[src/source/lsu_pkg.sv]
// Load-store unit package: opcodes, funct3 codes, access sizes and shared packed structs
package lsu_pkg;

    // RISC-V major opcodes handled by the unit
    localparam logic [6:0] OP_LOAD  = 7'b0000011;
    localparam logic [6:0] OP_STORE = 7'b0100011;

    // Funct3 codes for width and signedness
    // Stores use only the B, H and W codes
    localparam logic [2:0] F3_B  = 3'b000;
    localparam logic [2:0] F3_H  = 3'b001;
    localparam logic [2:0] F3_W  = 3'b010;
    localparam logic [2:0] F3_BU = 3'b100;
    localparam logic [2:0] F3_HU = 3'b101;

    // Access size, same as the low two bits of funct3
    localparam logic [1:0] SZ_BYTE = 2'b00;
    localparam logic [1:0] SZ_HALF = 2'b01;
    localparam logic [1:0] SZ_WORD = 2'b10;

    // One dispatched request from issue
    typedef struct packed {
        // Raw instruction word
        logic [31:0] inst;
        // Base register value
        logic [31:0] rs1_value;
        // Store data register value
        logic [31:0] rs2_value;
        // Reorder buffer tag
        logic [4:0]  rob_idx;
    } lsu_req_t;

    // One memory access from address generation
    typedef struct packed {
        // Read strobe, load only
        logic        rd_en;
        // Write strobe, store only
        logic        wr_en;
        // Full byte address, memory keeps only the bits it needs
        logic [31:0] byte_addr;
        // Byte lanes written by a store
        logic [3:0]  wmask;
        // Store data, already placed in its lanes
        logic [31:0] wdata;
    } mem_op_t;

    // Request descriptor carried alongside the memory access
    typedef struct packed {
        // Reorder buffer tag
        logic [4:0] rob_idx;
        // Set for loads, clear for stores and non-memory opcodes
        logic       is_load;
        // Load extends with the sign bit
        logic       is_signed;
        // Byte, half or word
        logic [1:0] size;
        // Low address bits, select the lane at writeback
        logic [1:0] byte_off;
        // Illegal or misaligned access
        logic       fault;
    } access_info_t;

    // Writeback record returned to the core
    typedef struct packed {
        // Reorder buffer tag
        logic [4:0]  rob_idx;
        // Record belongs to a load
        logic        is_load;
        // Access faulted, value is zero
        logic        fault;
        // Load result, zero for stores and faults
        logic [31:0] value;
    } lsu_wb_t;

endpackage
[src/source/lsu_track.sv]
// Access tracker: one-cycle register of the in-flight request's tag and load descriptor
module lsu_track (
    input  logic                    clk_i,
    input  logic                    rst_i,
    input  logic                    valid_i,
    input  lsu_pkg::access_info_t   info_i,
    output logic                    valid_o,
    output lsu_pkg::access_info_t   info_o
);

    // Valid bit runs beside the memory read
    // so the read word and its descriptor meet in the same cycle
    always_ff @(posedge clk_i) begin
        if (rst_i) begin
            valid_o <= 1'b0;
        end else begin
            valid_o <= valid_i;
        end
    end

    // Descriptor loads only with a request
    // Faulting requests are tracked too, they still need a record
    always_ff @(posedge clk_i) begin
        if (valid_i) begin
            info_o <= info_i;
        end
    end

endmodule

[config.mk]
export PLATFORM = sky130hd
export DESIGN_NAME = lsu_track
export DESIGN_NICKNAME = d
export VERILOG_FILES = /design/src/source/lsu_pkg.sv /design/src/source/lsu_track.sv
export SDC_FILE = /design/constraint.sdc
export NUM_CORES = 1
export LEC_CHECK = 0
export ABC_AREA = 1
export BUFFER_PORTS_ARGS = -buffer_cell sky130_fd_sc_hd__buf_4
export CAP_MARGIN = 40
export CORE_MARGIN = 2
export CORE_UTILIZATION = 30
export CTS_CLUSTER_DIAMETER = 80
export CTS_CLUSTER_SIZE = 12
export DETAILED_ROUTE_END_ITERATION = 10
export PLACE_DENSITY = 0.68
export SETUP_SLACK_MARGIN = 0.1
export SLEW_MARGIN = 25
export SYNTH_ARGS = -nofsm -noshare
export SYNTH_HDL_FRONTEND = slang
export SYNTH_SLANG_ARGS = --single-unit
[constraint.sdc]
create_clock -name clk_i -period 0.8 [get_ports clk_i]
set_input_delay 0.04 -clock clk_i [delete_from_list [all_inputs] [get_ports clk_i]]
set_output_delay 0.04 -clock clk_i [all_outputs]
set_load 0.03 [all_outputs]
==> results.sh <==
export IMPL_clkSlewWorstSetupHoldPaths_ns=0.08
export IMPL_rsz0062_at_grt="true"
export IMPL_cap_violations=0
export IMPL_die_area_mm2=0.00161
export IMPL_maxSlewViolCount=0
export IMPL_violations="negative setup slack"
export IMPL_cp_startpoint="info_o[9]"
export IMPL_final_util=0.707
export IMPL_yosys_warnings=0
export IMPL_cpPeakStageDelay_ns=0.41
export IMPL_nFillCells=82
export IMPL_max_freq_mhz=1140
export IMPL_worstHoldStart="valid_i"
export IMPL_critical_path_max_fanout=1
export IMPL_overflow=0
export IMPL_arrival_ns=0.83
export IMPL_grt_pass1_vias=322
export IMPL_portBuffers=27
export IMPL_min_path_cells=3
export IMPL_required_ns=0.76
export IMPL_yosysTopAreaCellShare=0.923
export IMPL_place_congestion=0.605
export IMPL_placed_area_um2=611
export IMPL_synth_seq_cells=13
export IMPL_fin_nets=75
export IMPL_ys_top_cells_by_area="edfxtp_1, dfxtp_1, nor2_2"
export IMPL_hold_violations=0
export IMPL_wl_per_cell_um=11.6
export IMPL_cp_num_buf_inv=1
export IMPL_syn_num_nets=30
export IMPL_period_share=1.09
export IMPL_setup_viol_count_final=12
export IMPL_vias=284
export IMPL_synthesis_instances=15
export IMPL_power_density_mw_per_mm2=1880
export IMPL_antennaDiodeCount=0
export IMPL_crit_cells=1
export IMPL_startpoint_type="register"
export IMPL_areaGrowthSynthToFinish_pct=109
export IMPL_cts_made_buffers=3
export IMPL_grt_pass1_wl_mm=1.26
export IMPL_multi_input_area_um2=6.26
export IMPL_syn_area_per_cell_um2=26.0
export IMPL_firstDrtPassIters=1
export IMPL_antenna_found_initial=0
export IMPL_path_delay_family="flip-flops"
export IMPL_whs_ns=0.0933
export IMPL_maxSlewHeadroom=0.894
export IMPL_yosysUniqueCellTypes=4
export IMPL_wirelength_um=848
export IMPL_path_class="reg -> out"
export IMPL_die_y_um=40.1
export IMPL_cts_num_sinks=13
export IMPL_min_path_type="in -> reg"
export IMPL_period_minus_slack_ns=0.874
export IMPL_status="finished, violations left"
export IMPL_design_core_area_mm2=0.00116
export IMPL_h_tree_depth=1
export IMPL_place_inst=56
export IMPL_initial_utilization=0.338
export IMPL_drt_initial_drc_count=0
export IMPL_worst_slack_ns=-0.0741
export IMPL_grt_max_degree=14
export IMPL_drc=0
export IMPL_netlist_area_um2=390
export IMPL_row_count=12
export IMPL_via_per_inst=3.89
export IMPL_yosys_area_top_type="edfxtp_1"
export IMPL_seq_area_um2=382
export IMPL_clockRootBuffer="clkbuf_4"
export IMPL_slowest_stage="edfxtp_1"
export IMPL_track_usage=0.134
export IMPL_die_w_um=40.1
export IMPL_cts_tree="built"
export IMPL_clockBufferDepth=2
export IMPL_ys_seq_area_frac=0.974
export IMPL_postRouteAntennaNets=0
export IMPL_ir_drop_v=0.00117
export IMPL_worst_slew_pin_slew_ns=0.159
export IMPL_post_route_cell_area_um2=817
export IMPL_drive_above_1_share=0.542
export IMPL_setup_worst_path_end_class="primary output"
export IMPL_p_leak_uw=0.000349
export IMPL_crit_chain="buf_6"
export IMPL_ios=28
export IMPL_instances_no_fill=73
==> area by class of cell <==
cell class / count / share of cell area
sequential: 13 / 0.467
timing repair buffer: 40 / 0.467
inverter: 1 / 0.00459
tap: 14 / 0.0214
clock buffer: 4 / 0.0322
multi-input combinational: 1 / 0.00766
==> synthesized netlist by cell type, drive strengths merged <==
| library cell | instances |
|---|---|
| edfxtp | 12 |
| dfxtp | 1 |
| inv | 1 |
| nor2 | 1 |
==> per-layer routing <==
| layer | vias up | global-route usage | wire, µm |
|---|---|---|---|
| li1 | 144 | - | - |
| met1 | 124 | 0.101 | 278 |
| met2 | 16 | 0.270 | 520 |
| met3 | 0 | 0.0500 | 49 |
| met4 | 0 | 0.0776 | 0 |
| met5 | - | 0 | 0 |
==> cells in the final DEF, fill, tap and decap left out <==
cell type / instances
buf_4: 14
dlygate4sd3_1: 13
buf_6: 13
edfxtp_1: 12
clkbuf_4: 3
inv_1: 1
nor2_2: 1
clkbuf_1: 1
dfxtp_2: 1
==> worst paths after layout <==
| check | endpoint | slack [ns] |
|---|---|---|
| setup / recovery | info_o[9] | -0.07 |
| hold / removal | valid_o | 0.09 |
==> report_power, final <==
group          internal (µW)  leakage [µW]  switching [µW]
sequential               801      0.000126            23.3
clock                    193     0.0000150             188
combinational            177      0.000208             152
total                   1170      0.000349             363
==> kinds of logic (layout without fill, tap and decap cells) <==
logic type,Yosys count,count (layout),synth area share
buf+inv,1,45,0.00961
simple gates,1,1,0.0160
flops,13,13,0.974
==> repair_timing <==
item	in CTS	in global routing
cloned	0	0
setup buffers	0	0
hold buffers	13	0
hold endpoints to repair	13	0
resized for setup	14	0
setup endpoints to repair	13	13
==> stage by stage <==
stage                     worst slack (ns)  setup TNS, ns  total power [µW]
after floorplan                      0.264              0               939
after global placement               0.243              0              1070
after detailed placement             0.225              0              1080
after CTS                          -0.0714         -0.634              1550
after global routing                -0.108         -0.921              1610
final                              -0.0741         -0.473              1530
==> sequential cells by signal, indices dropped and copies added, names as in the netlist <==
register / count
info_o: 12
valid_o: 1
No activity file was read; power rests on OpenSTA's default activity.
