## config.mk

```make
export PLATFORM = sky130hd
export DESIGN_NAME = lsu_agen
export DESIGN_NICKNAME = d
export VERILOG_FILES = /design/src/source/lsu_pkg.sv /design/src/source/lsu_agen.sv
export SDC_FILE = /design/constraint.sdc
export NUM_CORES = 1
export LEC_CHECK = 0
export BUFFER_PORTS_ARGS = -buffer_cell sky130_fd_sc_hd__buf_4
export CELL_PAD_IN_SITES_DETAIL_PLACEMENT = 0
export CELL_PAD_IN_SITES_GLOBAL_PLACEMENT = 1
export CORE_MARGIN = 1.5
export CORE_UTILIZATION = 30
export DETAILED_ROUTE_END_ITERATION = 6
export GPL_TIMING_DRIVEN = 0
export PLACE_DENSITY = 0.95
export SYNTH_ARGS = -nofsm -noshare
export SYNTH_HDL_FRONTEND = slang
export SYNTH_SLANG_ARGS = --single-unit
export TNS_END_PERCENT = 5
```

## constraint.sdc

```tcl
create_clock -name vclk -period 10.9
set_clock_uncertainty 0.15 [all_clocks]
set_input_delay 2.18 -clock vclk [all_inputs]
set_output_delay 2.18 -clock vclk [all_outputs]
set_load 0.02 [all_outputs]
```

## src/source/lsu_pkg.sv

```systemverilog
// Load-store unit package: opcodes, funct3 codes, access sizes and shared packed structs
package lsu_pkg;

    // RISC-V major opcodes handled by the unit
    localparam logic [6:0] OP_LOAD  = 7'b0000011;
    localparam logic [6:0] OP_STORE = 7'b0100011;

    // Funct3 codes for width and signedness
    // Stores use only the B, H and W codes
    localparam logic [2:0] F3_B  = 3'b000;
    localparam logic [2:0] F3_H  = 3'b001;
    localparam logic [2:0] F3_W  = 3'b010;
    localparam logic [2:0] F3_BU = 3'b100;
    localparam logic [2:0] F3_HU = 3'b101;

    // Access size, same as the low two bits of funct3
    localparam logic [1:0] SZ_BYTE = 2'b00;
    localparam logic [1:0] SZ_HALF = 2'b01;
    localparam logic [1:0] SZ_WORD = 2'b10;

    // One dispatched request from issue
    typedef struct packed {
        // Raw instruction word
        logic [31:0] inst;
        // Base register value
        logic [31:0] rs1_value;
        // Store data register value
        logic [31:0] rs2_value;
        // Reorder buffer tag
        logic [4:0]  rob_idx;
    } lsu_req_t;

    // One memory access from address generation
    typedef struct packed {
        // Read strobe, load only
        logic        rd_en;
        // Write strobe, store only
        logic        wr_en;
        // Full byte address, memory keeps only the bits it needs
        logic [31:0] byte_addr;
        // Byte lanes written by a store
        logic [3:0]  wmask;
        // Store data, already placed in its lanes
        logic [31:0] wdata;
    } mem_op_t;

    // Request descriptor carried alongside the memory access
    typedef struct packed {
        // Reorder buffer tag
        logic [4:0] rob_idx;
        // Set for loads, clear for stores and non-memory opcodes
        logic       is_load;
        // Load extends with the sign bit
        logic       is_signed;
        // Byte, half or word
        logic [1:0] size;
        // Low address bits, select the lane at writeback
        logic [1:0] byte_off;
        // Illegal or misaligned access
        logic       fault;
    } access_info_t;

    // Writeback record returned to the core
    typedef struct packed {
        // Reorder buffer tag
        logic [4:0]  rob_idx;
        // Record belongs to a load
        logic        is_load;
        // Access faulted, value is zero
        logic        fault;
        // Load result, zero for stores and faults
        logic [31:0] value;
    } lsu_wb_t;

endpackage
```

## src/source/lsu_agen.sv

```systemverilog
// Address generator: decode, effective address, legality and alignment, store lane placement
module lsu_agen (
    input  logic                    req_valid_i,
    input  lsu_pkg::lsu_req_t       req_i,
    output lsu_pkg::mem_op_t        mem_op_o,
    output lsu_pkg::access_info_t   info_o
);
    import lsu_pkg::*;

    logic [6:0]  opcode;
    logic [2:0]  funct3;
    logic [31:0] imm_i;
    logic [31:0] imm_s;
    logic [31:0] addr;
    logic [1:0]  size;
    logic [1:0]  off;
    logic        is_load;
    logic        is_store;
    logic        f3_legal;
    logic        misaligned;
    logic        fault;
    logic [3:0]  lane_mask;
    logic [31:0] data_lane;

    // Instruction fields
    assign opcode = req_i.inst[6:0];
    assign funct3 = req_i.inst[14:12];

    // I immediate for loads, S immediate for stores, both sign extended
    assign imm_i = {{20{req_i.inst[31]}}, req_i.inst[31:20]};
    assign imm_s = {{20{req_i.inst[31]}}, req_i.inst[31:25], req_i.inst[11:7]};

    assign is_load  = (opcode == OP_LOAD);
    assign is_store = (opcode == OP_STORE);

    // Effective byte address
    assign addr = req_i.rs1_value + (is_store ? imm_s : imm_i);
    assign off  = addr[1:0];
    assign size = funct3[1:0];

    // Legal funct3 per class
    always_comb begin
        f3_legal = 1'b0;
        if (is_load) begin
            f3_legal = (funct3 == F3_B)  || (funct3 == F3_H)  || (funct3 == F3_W) ||
                       (funct3 == F3_BU) || (funct3 == F3_HU);
        end else if (is_store) begin
            f3_legal = (funct3 == F3_B) || (funct3 == F3_H) || (funct3 == F3_W);
        end
    end

    // Halfwords need an even address, words a multiple of four
    always_comb begin
        case (size)
            SZ_HALF: misaligned = off[0];
            SZ_WORD: misaligned = (off != 2'b00);
            default: misaligned = 1'b0;
        endcase
    end

    // Non-memory opcodes fault as well, since f3_legal stays low
    assign fault = !f3_legal || misaligned;

    // Store lanes and data before shifting to the byte offset
    always_comb begin
        case (size)
            SZ_BYTE: begin
                lane_mask = 4'b0001;
                data_lane = {24'h0, req_i.rs2_value[7:0]};
            end
            SZ_HALF: begin
                lane_mask = 4'b0011;
                data_lane = {16'h0, req_i.rs2_value[15:0]};
            end
            default: begin
                lane_mask = 4'b1111;
                data_lane = req_i.rs2_value;
            end
        endcase
    end

    // Memory strobes, both low on a fault or without a request
    assign mem_op_o.rd_en     = req_valid_i && is_load && !fault;
    assign mem_op_o.wr_en     = req_valid_i && is_store && !fault;
    assign mem_op_o.byte_addr = addr;
    // Mask only on an actual write
    assign mem_op_o.wmask     = mem_op_o.wr_en ? (lane_mask << off) : 4'b0000;
    assign mem_op_o.wdata     = data_lane << {off, 3'b000};

    // Descriptor for writeback
    assign info_o.rob_idx   = req_i.rob_idx;
    assign info_o.is_load   = is_load;
    // funct3 bit 2 marks the unsigned loads
    assign info_o.is_signed = is_load && !funct3[2];
    assign info_o.size      = size;
    assign info_o.byte_off  = off;
    assign info_o.fault     = fault;

endmodule

```

==> results.tsv <==
stage	metric	value	unit
outcome	outcome	complete, no violations	
setup_path	cp_slowest_cell	nor3_1	
detailed_routing	drtIter0Drc	87	
timing	post-route-worst-setup-slack	2960	ps
timing	fin_crit_sh	72.9	%
detailed_routing	wl_met2	4640	um
setup_path	path_class	input pin to output port	
yosys	netlist_instances	369	
yosys	synth.distinct_cells	57	
pwr	powerDensity	80.6	nW/um^2
detailed_routing	ant_nets	0	
detailed_routing	wl	9240	um
timing	tightest_slew	984	ps
timing	max_freq	126	MHz
detailed_routing	dr.pass1.iters	7	
setup_path	cp.arrival	5610	ps
detailed_routing	top_layer	met4	
finish	final_cell_area	3960	um^2
die	ioPinCount	184	
setup_path	slowest_delay	810	ps
die	die_area	8950	um^2
setup_path	crit_top_cell	inv_1	
timing	tns	0	ps
placed_design	io_buffers	174	
placed_design	hpwl	7930	um
detailed_routing	num_vias	3353	
pwr	ir_drop	0.0375	mV
detailed_routing	routedWlPerCell	14.3	um
timing	finalSetupViolations	0	
detailed_routing	wl_met1	3700	um
timing	min_period	7940	ps
flow_run	maxCapViolCount	0	
finish	register_area	0	um^2
timing	slew_headroom	33.9	%
finish	synthToLayoutAreaGrowth	57.1	%
global_route	track_usage	19.8	%
clocking	post-cts-setup-buffers	0	
placed_design	place_area	3960	um^2
finish	nets	683	
min_path	hold_path_class	input pin to output port	
die	start_util	30.8	%
global_route	antenna_found_initial	0	
detailed_routing	dr_wl_met3	709	um
yosys	seq_area_frac_synth	0	%
die	rows	33	
global_route	grt-ovfl-total	0	
clocking	cts_resized	0	
finish	drive_gt1_share	38.5	%
setup_path	end_kind	output port	
yosys	avgSynthCellArea	6.83	um^2
min_path	min_from	req_i[0]	
global_route	grt_pass1_wl	14800	um
timing	slew_violations	0	
finish	clkbuf_count	0	
die	core	8180	um^2
timing	rsz0062_at_grt	false	
setup_path	crit_start	req_i[72]	
die	die-height	94.6	um
min_path	min_path_cells	2	
finish	final_cell_mix	buf_4 (185), nand2_1 (40), a21oi_1 (37)	
yosys	syn-num-nets	507	
yosys	yosys_warnings	0	
detailed_routing	viasPerCell	5.17	
finish	final_common_cell	buf_4	
setup_path	crit_path_cell_trace	buf_4 > nor4_1 > nand3_1 > inv_1 > nand2_1 > mux2_2 > ha_1 > inv_1 > fa_1 > inv_1 > nor3_1 > a22oi_1 > o22ai_1 > buf_4	
clocking	postCtsHoldBufs	0	
global_route	grt_max_degree	22	
detailed_routing	drc	0	
yosys	syn_area	2520	um^2
timing	finalHoldViolCount	0	
placed_design	gp_congestion	0.917	
finish	diodes	0	
setup_path	required	8570	ps
global_route	grt_pass1_vias	3265	
pwr	power.leakage	2.02	nW
finish	seq_cell_count	0	
die	die_width	94.6	um
placed_design	post-place-ws	3010	ps
setup_path	crit_fanout	8	
setup_path	cp-start-kind	input pin	
## worst max-delay path: cells and delay by family
family	cells	cell delay, ps
AOI/OAI and AO/OA	2	380
adders and majority gates	2	790
muxes	1	270
and+or+nand+nor	4	1440
buffers and inverters	5	550
## worst paths after layout
path	to	slack (ps)
worst max-delay path	mem_op_o[16]	2960
worst min-delay path	info_o[7]	4410
## power breakdown
part,internal [mW],leakage (nW),switching (mW)
logic,0.142,2.02,0.177
registers,0,0,0
clock network,0,0,0
## routing by layer
| metal | vias to the layer above | track usage, % |
|---|---|---|
| met5 | - | 0 |
| met4 | 0 | 3.98 |
| met3 | 14 | 2.90 |
| met2 | 144 | 38.1 |
| met1 | 1487 | 22.9 |
| li1 | 1708 | - |
## kinds of logic (layout without fill, tap and decap cells)
| family | count (synthesis) | after routing | share of synthesized area, % |
|---|---|---|---|
| fa+ha+maj | 36 | 36 | 18.2 |
| mux | 14 | 14 | 5.86 |
| compound gates | 132 | 132 | 34.8 |
| buf+inv | 36 | 210 | 7.10 |
| simple gates | 123 | 123 | 24.3 |
| xor+xnor | 28 | 28 | 9.74 |
## area by class of cell
class	instances	area, um^2
Multi-Input combinational cell	333	2340
Timing Repair Buffer	174	1310
Tap cell	105	131
Fill cell	862	4220
Inverter	14	52.6
Buffer	22	126
## Yosys cell counts (2+ instances only)
| cell type | count | area (um^2) |
|---|---|---|
| and4b_1 | 2 | 20.0 |
| nand3_1 | 6 | 30.0 |
| buf_4 | 11 | 82.6 |
| a21o_1 | 15 | 113 |
| a21oi_1 | 37 | 185 |
| o21ai_1 | 3 | 15.0 |
| buf_2 | 2 | 10.0 |
| a41oi_1 | 2 | 17.5 |
| o21bai_1 | 3 | 22.5 |
| mux2_2 | 6 | 67.6 |
| nand2_1 | 40 | 150 |
| and3_1 | 2 | 12.5 |
| a211oi_1 | 5 | 37.5 |
| nand2b_1 | 3 | 18.8 |
| ha_1 | 35 | 438 |
| nor2_1 | 32 | 120 |
| a311oi_1 | 2 | 17.5 |
| nor2b_1 | 6 | 37.5 |
| a22oi_1 | 8 | 60.1 |
| nor4_1 | 2 | 12.5 |
| clkbuf_1 | 8 | 30.0 |
| o21ai_2 | 2 | 17.5 |
| and2_1 | 11 | 68.8 |
| inv_1 | 14 | 52.6 |
| o22ai_1 | 14 | 87.6 |
| nand4_1 | 2 | 12.5 |
| o21a_1 | 3 | 22.5 |
| and3_4 | 2 | 22.5 |
| xor2_1 | 10 | 87.6 |
| o21ai_0 | 24 | 120 |
| or3_1 | 2 | 12.5 |
| nor3_1 | 6 | 30.0 |
| mux2i_1 | 8 | 80.1 |
| xnor2_1 | 18 | 158 |
## stage by stage
stage	power (mW)	instances	utilization, %	hold slack (ps)
after floorplan	0.192	369	-	4290
after global placement	0.316	648	48.4	4410
after detailed placement	0.319	648	48.4	4410
after CTS	0.320	648	48.4	4410
after global routing	0.346	648	48.4	4410
final	0.319	648	48.4	4410
Note: power is estimated with default switching activity, not from simulation.
