[config.mk]
export PLATFORM = sky130hd
export DESIGN_NAME = lsu_writeback
export DESIGN_NICKNAME = d
export VERILOG_FILES = /design/src/source/lsu_pkg.sv /design/src/source/lsu_writeback.sv
export SDC_FILE = /design/constraint.sdc
export NUM_CORES = 1
export LEC_CHECK = 0
export BUFFER_PORTS_ARGS = -buffer_cell sky130_fd_sc_hd__buf_4
export CORE_ASPECT_RATIO = 0.5
export CORE_MARGIN = 5
export CORE_UTILIZATION = 50
export DETAILED_ROUTE_END_ITERATION = 7
export MAX_ROUTING_LAYER = met4
export PLACE_DENSITY = 0.85
export SYNTH_ARGS = -nofsm -noshare
export SYNTH_HDL_FRONTEND = slang
export SYNTH_SLANG_ARGS = --single-unit
[constraint.sdc]
create_clock -name clk_i -period 2.5 [get_ports clk_i]
set_input_delay 0.125 -clock clk_i [delete_from_list [all_inputs] [get_ports clk_i]]
set_output_delay 0.125 -clock clk_i [all_outputs]
set_load 0.05 [all_outputs]
[src/source/lsu_pkg.sv]
// Load-store unit package: opcodes, funct3 codes, access sizes and shared packed structs
package lsu_pkg;

    // RISC-V major opcodes handled by the unit
    localparam logic [6:0] OP_LOAD  = 7'b0000011;
    localparam logic [6:0] OP_STORE = 7'b0100011;

    // Funct3 codes for width and signedness
    // Stores use only the B, H and W codes
    localparam logic [2:0] F3_B  = 3'b000;
    localparam logic [2:0] F3_H  = 3'b001;
    localparam logic [2:0] F3_W  = 3'b010;
    localparam logic [2:0] F3_BU = 3'b100;
    localparam logic [2:0] F3_HU = 3'b101;

    // Access size, same as the low two bits of funct3
    localparam logic [1:0] SZ_BYTE = 2'b00;
    localparam logic [1:0] SZ_HALF = 2'b01;
    localparam logic [1:0] SZ_WORD = 2'b10;

    // One dispatched request from issue
    typedef struct packed {
        // Raw instruction word
        logic [31:0] inst;
        // Base register value
        logic [31:0] rs1_value;
        // Store data register value
        logic [31:0] rs2_value;
        // Reorder buffer tag
        logic [4:0]  rob_idx;
    } lsu_req_t;

    // One memory access from address generation
    typedef struct packed {
        // Read strobe, load only
        logic        rd_en;
        // Write strobe, store only
        logic        wr_en;
        // Full byte address, memory keeps only the bits it needs
        logic [31:0] byte_addr;
        // Byte lanes written by a store
        logic [3:0]  wmask;
        // Store data, already placed in its lanes
        logic [31:0] wdata;
    } mem_op_t;

    // Request descriptor carried alongside the memory access
    typedef struct packed {
        // Reorder buffer tag
        logic [4:0] rob_idx;
        // Set for loads, clear for stores and non-memory opcodes
        logic       is_load;
        // Load extends with the sign bit
        logic       is_signed;
        // Byte, half or word
        logic [1:0] size;
        // Low address bits, select the lane at writeback
        logic [1:0] byte_off;
        // Illegal or misaligned access
        logic       fault;
    } access_info_t;

    // Writeback record returned to the core
    typedef struct packed {
        // Reorder buffer tag
        logic [4:0]  rob_idx;
        // Record belongs to a load
        logic        is_load;
        // Access faulted, value is zero
        logic        fault;
        // Load result, zero for stores and faults
        logic [31:0] value;
    } lsu_wb_t;

endpackage
[src/source/lsu_writeback.sv]
// Writeback stage: load lane extraction and extension, registered writeback record
module lsu_writeback (
    input  logic                    clk_i,
    input  logic                    rst_i,
    input  logic                    valid_i,
    input  lsu_pkg::access_info_t   info_i,
    input  logic [31:0]             rdata_i,
    output logic                    wb_valid_o,
    output lsu_pkg::lsu_wb_t        wb_o
);
    import lsu_pkg::*;

    logic [31:0] lane;
    logic [31:0] load_value;
    logic [31:0] value;

    // Addressed byte or half moved down to bit 0
    assign lane = rdata_i >> {info_i.byte_off, 3'b000};

    // Extension by size and signedness
    always_comb begin
        case (info_i.size)
            SZ_BYTE: begin
                load_value = {{24{info_i.is_signed & lane[7]}}, lane[7:0]};
            end
            SZ_HALF: begin
                load_value = {{16{info_i.is_signed & lane[15]}}, lane[15:0]};
            end
            // Word passes through unchanged
            default: begin
                load_value = rdata_i;
            end
        endcase
    end

    // Stores and faults report zero
    assign value = (info_i.is_load && !info_i.fault) ? load_value : 32'h0;

    // Record valid one cycle after the tracker
    always_ff @(posedge clk_i) begin
        if (rst_i) begin
            wb_valid_o <= 1'b0;
        end else begin
            wb_valid_o <= valid_i;
        end
    end

    // Record payload, held while idle
    always_ff @(posedge clk_i) begin
        if (valid_i) begin
            wb_o.rob_idx <= info_i.rob_idx;
            wb_o.is_load <= info_i.is_load;
            wb_o.fault   <= info_i.fault;
            wb_o.value   <= value;
        end
    end

endmodule

==> results of run 1 <==
[sequential cells by signal (all words and copies together), names as in the netlist]
name / count
wb_o: 39
wb_valid_o: 1
[power groups by stage]
stage / registers [mW] / logic (mW) / clock network (mW)
2_1_floorplan: 0.994 / 0.0948 / 0
3_3_place_gp: 0.818 / 0.435 / 0
3_5_place_dp: 0.819 / 0.440 / 0
4_1_cts: 0.804 / 0.447 / 0.419
5_1_grt: 0.807 / 0.472 / 0.457
6_report: 0.803 / 0.449 / 0.417
[metal layers]
layer	GRT usage (%)	share of wire (%)	vias up
li1	-	-	765
met1	25.6	42	762
met2	31.7	49	73
met3	5.30	8.4	4
met4	6.67	0.72	0
met5	-	0	-
[cell usage in the layout (no fill, tap or decap)]
master / n
sky130_fd_sc_hd__buf_4: 86
sky130_fd_sc_hd__edfxtp_1: 39
sky130_fd_sc_hd__a21oi_1: 31
sky130_fd_sc_hd__nand2_1: 17
sky130_fd_sc_hd__nor2_1: 10
sky130_fd_sc_hd__mux2i_1: 9
sky130_fd_sc_hd__a22oi_1: 8
sky130_fd_sc_hd__o2bb2ai_1: 7
sky130_fd_sc_hd__o221a_2: 7
sky130_fd_sc_hd__dlygate4sd3_1: 6
sky130_fd_sc_hd__clkbuf_8: 5
sky130_fd_sc_hd__nor2b_1: 4
sky130_fd_sc_hd__nand2b_1: 2
sky130_fd_sc_hd__and3b_1: 1
sky130_fd_sc_hd__o22ai_1: 1
sky130_fd_sc_hd__mux4_2: 1
sky130_fd_sc_hd__nor3b_1: 1
sky130_fd_sc_hd__nand2_4: 1
sky130_fd_sc_hd__a21boi_4: 1
sky130_fd_sc_hd__clkinv_2: 1
sky130_fd_sc_hd__clkinvlp_4: 1
sky130_fd_sc_hd__clkbuf_1: 1
sky130_fd_sc_hd__dfxtp_1: 1
[cell usage after synthesis]
library cell	instances
sky130_fd_sc_hd__o2bb2ai_1	7
sky130_fd_sc_hd__edfxtp_1	39
sky130_fd_sc_hd__mux4_2	1
sky130_fd_sc_hd__nand2_4	1
sky130_fd_sc_hd__nor2_1	10
sky130_fd_sc_hd__and3b_1	1
sky130_fd_sc_hd__a22oi_1	8
sky130_fd_sc_hd__nor2b_1	4
sky130_fd_sc_hd__o221a_2	7
sky130_fd_sc_hd__o22ai_1	1
sky130_fd_sc_hd__buf_1	2
sky130_fd_sc_hd__nor3b_1	1
sky130_fd_sc_hd__a21oi_1	31
sky130_fd_sc_hd__mux2i_1	9
sky130_fd_sc_hd__nand2_1	17
sky130_fd_sc_hd__buf_6	1
sky130_fd_sc_hd__buf_2	2
sky130_fd_sc_hd__dfxtp_1	1
sky130_fd_sc_hd__nand2b_1	2
sky130_fd_sc_hd__clkbuf_1	8
sky130_fd_sc_hd__a21boi_4	1
[final timing paths]
kind / start / endpoint / slack [ps] / cells past startpoint
max: info_i[2] / wb_o[21] / 850 / 5
min: info_i[0] / wb_o[32] / 10 / 1
[metrics by stage]
stage | total power, mW | setup WS, ps
floorplan | 1.09 | 1040
global placement | 1.25 | 664
detailed placement | 1.26 | 583
CTS | 1.67 | 887
global route | 1.74 | 813
finish | 1.67 | 847
[final cells by class]
cell class | count | area (sq um) | share of cell area, %
Sequential cell | 40 | 1190 | 44.0
Multi-Input combinational cell | 101 | 659 | 24.4
Clock inverter | 2 | 12.5 | 0.463
Clock buffer | 6 | 72.6 | 2.68
Tap cell | 51 | 63.8 | 2.36
Timing Repair Buffer | 92 | 706 | 26.1
[kinds of logic after synthesis]
logic type | share of synthesized area (%)
AO/OA/AOI/OAI | 19.9
flip-flops | 62.4
AND/OR/NAND/NOR | 8.72
buffers and inverters | 3.08
multiplexers | 5.90
[what timing repair did]
action,in CTS,in global routing
resized for setup,0,0
hold endpoints to repair,5,1
hold buffers,5,1
setup endpoints to repair,0,0
==> results.md, run 1 <==
| Stage | Result | Reported |
|---|---|---|
| run status | Result of the run | completed |
| global route | Wire length of the first global-routing pass | 7720 um |
| clocking | Clock tree from TritonCTS | yes |
| worst setup path | Cell-by-cell listing of the critical path | buf_4 > mux4_2 > nand2_4 > a21boi_4 > a21oi_1 |
| global route | Initial antenna violation count | 0 |
| worst setup path | Number of buffers and inverters on the critical path | 1 |
| flow run | Maxcap violations | 0 |
| sta | Fmax | 0.605 GHz |
| floorplan | Core Area | 3550 sq um |
| logic synthesis | Warnings from Yosys | 0 |
| sta | Slew Viols, Final | 0 |
| sta | Unrepaired setup endpoints after global routing | false |
| sta | Setup TNS after final layout | 0 ps |
| pwr | Fraction of power spent switching nets | 31.8% |
| placement | Quantity of I/O buffers inserted on ports | 86 |
| sta | Share of the cycle needed by the critical path after routing | 66.1% |
| floorplan | Count of pins on the block boundary | 87 |
| worst setup path | Worst setup SP type | input pin |
| worst setup path | Slowest stage cell on the critical path | sky130_fd_sc_hd__mux4_2 |
| worst setup path | Data required, critical path | 2500 ps |
| pwr | Static leakage | 1.12 nW |
| clocking | TritonCTS sink count | 40 |
| route | Number of vias per cell | 5.49 |
| logic synthesis | Cell type with the highest aggregate area in the netlist | sky130_fd_sc_hd__edfxtp_1 |
| placement | HPWL Detailed | 3640 um |
| route | Wirelength, routed | 5030 um |
| floorplan | Number of placement rows | 15 |
| logic synthesis | Synthesized instance count | 154 |
| logic synthesis | Area fraction of the dominant cell type after synthesis | 61.3% |
| placement | Placed instance count | 278 |
| route | Count of unresolved DRC violations after routing | 0 |
| global route | Maximum number of pins on one net before global-route repair | 41 |
| logic synthesis | Fraction of the yosys area taken by sequential cells | 62.4% |
| route | Drt pass-1 iters | 4 |
| placement | Placed standard-cell area | 2560 sq um |
| cells and area | Final core utilization | 76.3% |
| clocking | Clock-pin slew of the registers on the worst-case setup and hold paths | 90 ps |
| cells and area | Fraction of final layout cells with drive strength greater than 1 | 42.7% |
| pwr | Peak VDD IR | 0.406 mV |
| global route | Total overflow reported by the global router | 0 |
| clocking | Root buf cell | sky130_fd_sc_hd__clkbuf_8 |
| logic synthesis | Seq cells post-synth | 40 |
| sta | Setup violators final | 0 |
| floorplan | Die height | 53.7 um |
| clocking | Depth of the CTS H-tree | 2 |
| logic synthesis | Mean area per synthesized cell | 12.4 sq um |
| pwr | Sequential cell fraction of total power | 48.1% |
| floorplan | Initial core utilization | 53.8% |
| route | Iter 0 DRT Violations | 146 |
| cells and area | Area of all placed cells without fillers | 2710 sq um |
| pwr | Power share of the clock group | 25.0% |
| worst setup path | Worst-path maximum fanout | 16 |
| pwr | Power density relative to cell area | 617 nW/um^2 |
| worst setup path | Worst Setup Path Type | input pin to flip-flop |
| placement | Routability congestion estimate | 0.853 |
| cells and area | # diodes | 0 |
| clocking | Number of clock buffers inserted by TritonCTS | 5 |
| clocking | Number of buffers inserted by post-CTS setup repair | 0 |
| sta | Slew HR | 38.1% |
| sta | Pin slew with the least headroom to its limit | 929 ps |
| cells and area | Number of nets in the layout | 287 |
| logic synthesis | Netlist Area Pre-Place | 1910 sq um |
| logic synthesis | Nets in the synthesized netlist | 201 |
| worst setup path | Critical path's top delay family | compound AO/OA/AOI/OAI gates |
| cells and area | Count of fill cells added during filler insertion | 244 |
| worst setup path | Critical path's largest stage delay | 580 ps |
| clocking | Clk buf depth | 2 |
| cells and area | Layout overhead on the synthesized area | 41.7% |
| logic synthesis | Leading post-synthesis cells by cell area | sky130_fd_sc_hd__edfxtp_1 (61%), sky130_fd_sc_hd__a21oi_1 (8.1%), sky130_fd_sc_hd__mux2i_1 (4.7%) |
| min path | Kind of path behind the tightest hold check | input pin to flip-flop |
| route | Remaining antenna violation count | 0 |
| global route | Via count of the first global-routing pass | 1,472 |
| sta | Final hold vios | 0 |
| pwr | Int Power | 1.14 mW |
| route | DR vias | 1,604 |
| worst setup path | Arrival time worst endpoint | 1650 ps |
| global route | Global-route usage over all layers | 20.0% |
| pwr | Switching power | 0.532 mW |
| route | Wire length per cell after detailed routing | 17.2 um |
| logic synthesis | Unique masters post-synth | 21 |
| sta | Fin crit period | 1650 ps |
| worst setup path | Crit. End Element | flip-flop |
| cells and area | Post-layout instance count excluding filler cells | 292 |
| floorplan | Die area | 5230 sq um |
| sta | Min Hold Slack | 12.1 ps |
| floorplan | Horizontal die dimension | 97.4 um |
| pwr | Part of the total power dissipated in combinational logic | 26.9% |
Power figures use the tool's default switching activity.
==> inputs of run 2 (changes only) <==
--- a/config.mk
+++ b/config.mk
@@ -8,10 +8,10 @@
 export BUFFER_PORTS_ARGS = -buffer_cell sky130_fd_sc_hd__buf_4
 export CORE_ASPECT_RATIO = 0.5
 export CORE_MARGIN = 5
-export CORE_UTILIZATION = 50
+export CORE_UTILIZATION = 42
 export DETAILED_ROUTE_END_ITERATION = 7
 export MAX_ROUTING_LAYER = met4
-export PLACE_DENSITY = 0.85
+export PLACE_DENSITY = 0.76
 export SYNTH_ARGS = -nofsm -noshare
 export SYNTH_HDL_FRONTEND = slang
 export SYNTH_SLANG_ARGS = --single-unit
==> constraint.sdc (replaced) <==
create_clock -name clk_i -period 1.4 [get_ports clk_i]
set_input_delay 0.07 -clock clk_i [delete_from_list [all_inputs] [get_ports clk_i]]
set_output_delay 0.07 -clock clk_i [all_outputs]
set_load 0.05 [all_outputs]
==> results.md, run 2 (synthesis results as in run 1) <==
| Stage | Result | Reported | Change |
|---|---|---|---|
| floorplan | Core Area | 4400 sq um | +24% |
| worst setup path | Number of buffers and inverters on the critical path | 2 | +1 |
| global route | Global-route usage over all layers | 18.1% | -1.9 points |
| cells and area | Number of flip-flops under the largest register name | 39 | unchanged |
| min path | WHS Path Cells | 3 | +2 |
| route | Wirelength, routed | 5410 um | +7.4% |
| pwr | Peak VDD IR | 0.369 mV | -9.0% |
| cells and area | Final core utilization | 63.9% | -12 points |
| global route | Total overflow reported by the global router | 0 | unchanged |
| cells and area | Count of fill cells added during filler insertion | 350 | +43% |
| floorplan | Initial core utilization | 43.4% | -10 points |
| cells and area | Multi-input gate area | 659 sq um | unchanged |
| clocking | Clock tree from TritonCTS | yes |  |
| worst setup path | Worst setup SP type | input pin |  |
| sta | Setup violators final | 0 | unchanged |
| cells and area | Area of all placed cells without fillers | 2820 sq um | +4.1% |
| sta | Fmax | 0.782 GHz |  |
| route | Remaining antenna violation count | 0 | unchanged |
| worst setup path | Arrival time worst endpoint | 1440 ps | -210 ps |
| route | Number of vias per cell | 5.39 | -1.9% |
| floorplan | Die height | 57.7 um | +7.4% |
| cells and area | Layout overhead on the synthesized area | 47.4% |  |
| worst setup path | Cell-by-cell listing of the critical path | dlygate4sd3_1 > buf_4 > nor2b_1 > o221a_2 |  |
| clocking | Number of clock buffers inserted by TritonCTS | 5 | unchanged |
| global route | Via count of the first global-routing pass | 1,688 | +15% |
| floorplan | Count of pins on the block boundary | 87 | unchanged |
| clocking | Depth of the CTS H-tree | 2 | unchanged |
| min path | Kind of path behind the tightest hold check | input pin to flip-flop |  |
| worst setup path | Critical path's top delay family | buffers and inverters |  |
| sta | Fin crit period | 1280 ps |  |
| sta | Pin slew with the least headroom to its limit | 613 ps | -316 ps |
| min path | Min-Delay Startpoint | rdata_i[7] |  |
| cells and area | # diodes | 0 | unchanged |
| worst setup path | Slowest stage cell on the critical path | sky130_fd_sc_hd__dlygate4sd3_1 |  |
| route | DR vias | 1,671 | +4.2% |
| floorplan | Die area | 6080 sq um | +16% |
| global route | Initial antenna violation count | 0 | unchanged |
| sta | Slew Viols, Final | 0 | unchanged |
| worst setup path | Path length in cells of the critical path | 4 | -1 |
| route | Iter 0 DRT Violations | 113 | -23% |
| run status | Result of the run | completed |  |
| clocking | TritonCTS sink count | 40 | unchanged |
| sta | Unrepaired setup endpoints after global routing | false |  |
| pwr | Power density relative to cell area | 1060 nW/um^2 | +72% |
| sta | Slew HR | 59.0% | +21 points |
| clocking | Number of buffers inserted by post-CTS setup repair | 0 | unchanged |
| sta | Final hold vios | 0 | unchanged |
| route | Drt pass-1 iters | 4 | unchanged |
| placement | Placed standard-cell area | 2660 sq um | +3.7% |
| cells and area | Most common library cell in the layout ignoring fill and taps | sky130_fd_sc_hd__buf_4 |  |
| worst setup path | Data required, critical path | 1560 ps | -940 ps |
| min path | Endpoint of the worst hold-timing path | wb_o[7] |  |
| sta | Share of the cycle needed by the critical path after routing | 91.4% |  |
| cells and area | Storage element area | 1190 sq um | unchanged |
| clocking | Number of buffers added to fix hold violations after cts | 8 | +3 |
| clocking | Clock-pin slew of the registers on the worst-case setup and hold paths | 70 ps | -20 ps |
| placement | Quantity of I/O buffers inserted on ports | 86 | unchanged |
| cells and area | Fraction of final layout cells with drive strength greater than 1 | 43.9% | +1.1 points |
| floorplan | Number of placement rows | 17 | +2 |
| placement | HPWL Detailed | 3960 um | +8.6% |
| cells and area | Registers with the most flip-flops | wb_o x39, wb_valid_o x1 |  |
| placement | Routability congestion estimate | 0.839 | -1.6% |
| clocking | Post-CTS sizing | 0 | unchanged |
| route | Count of unresolved DRC violations after routing | 0 | unchanged |
| clocking | Clk buf depth | 2 | unchanged |
| worst setup path | Crit. End Element | flip-flop |  |
| pwr | Pwr Total | 2.99 mW | +79% |
| cells and area | Number of nets in the layout | 299 | +4.2% |
| floorplan | Horizontal die dimension | 105 um | +8.2% |
| route | Wire length per cell after detailed routing | 17.4 um | +1.2% |
| clocking | Root buf cell | sky130_fd_sc_hd__clkbuf_8 |  |
| worst setup path | Critical path's largest stage delay | 540 ps | -40 ps |
| global route | Maximum number of pins on one net before global-route repair | 41 | unchanged |
| worst setup path | Worst Setup Path Type | input pin to flip-flop |  |
| cells and area | Highest-count cells in the layout ignoring fill and taps | sky130_fd_sc_hd__buf_4 (95), sky130_fd_sc_hd__edfxtp_1 (39), sky130_fd_sc_hd__a21oi_1 (31), sky130_fd_sc_hd__nand2_1 (17), sky130_fd_sc_hd__nor2_1 (10) |  |
| flow run | Maxcap violations | 0 | unchanged |
| sta | Min Hold Slack | 118 ps | +106 ps |
| pwr | Static leakage | 1.18 nW | +5.4% |
| global route | Wire length of the first global-routing pass | 8370 um | +8.4% |
| cells and area | Biggest register | wb_o |  |
| sta | Setup TNS after final layout | 0 ps | unchanged |
| worst setup path | Worst-path maximum fanout | 7 | -9 |
[run 2: cell count changes in the layout (fill, tap and decap cells not counted), sizes merged]
cell and delta:
buf +10, clkbuf +1, dlygate4sd3 +2, clkinvlp -1
[run 2: per-layer routing]
layer | vias to the layer above | GRT usage, % | wire, um
li1 | 787 | - | -
met1 | 801 | 20.8 | 2170
met2 | 79 | 31.1 | 2790
met3 | 4 | 5.56 | 406
met4 | 0 | 5.42 | 42
met5 | - | - | 0
[run 2: cell type report]
type                       count  area share, %
timing repair buffer         104           28.9
multi-input combinational    101           23.4
tap                           57           2.53
clock inverter                 1          0.133
sequential                    40           42.3
clock buffer                   7           2.71
[run 2: how the worst max path moves through the flow]
stage               endpoint  slack [ps]      start
floorplan           wb_o[17]          -5  info_i[2]
detailed placement  wb_o[11]         -80  info_i[2]
global route         wb_o[2]          50  info_i[0]
global placement    wb_o[11]         -50  info_i[2]
CTS                  wb_o[5]         140  info_i[0]
finish               wb_o[5]         120  info_i[0]
[run 2: report_power, final]
group,switching [mW],internal [mW]
clock network,0.377,0.347
logic,0.535,0.299
registers,0.0260,1.41
total,0.938,2.06
[run 2: stage by stage]
step                      setup WS (ps)  instances
after global placement            -48.6        294
after CTS                           143        310
after floorplan                   -5.22        154
after detailed placement          -83.5        294
final                               121        310
after global routing               49.2        310
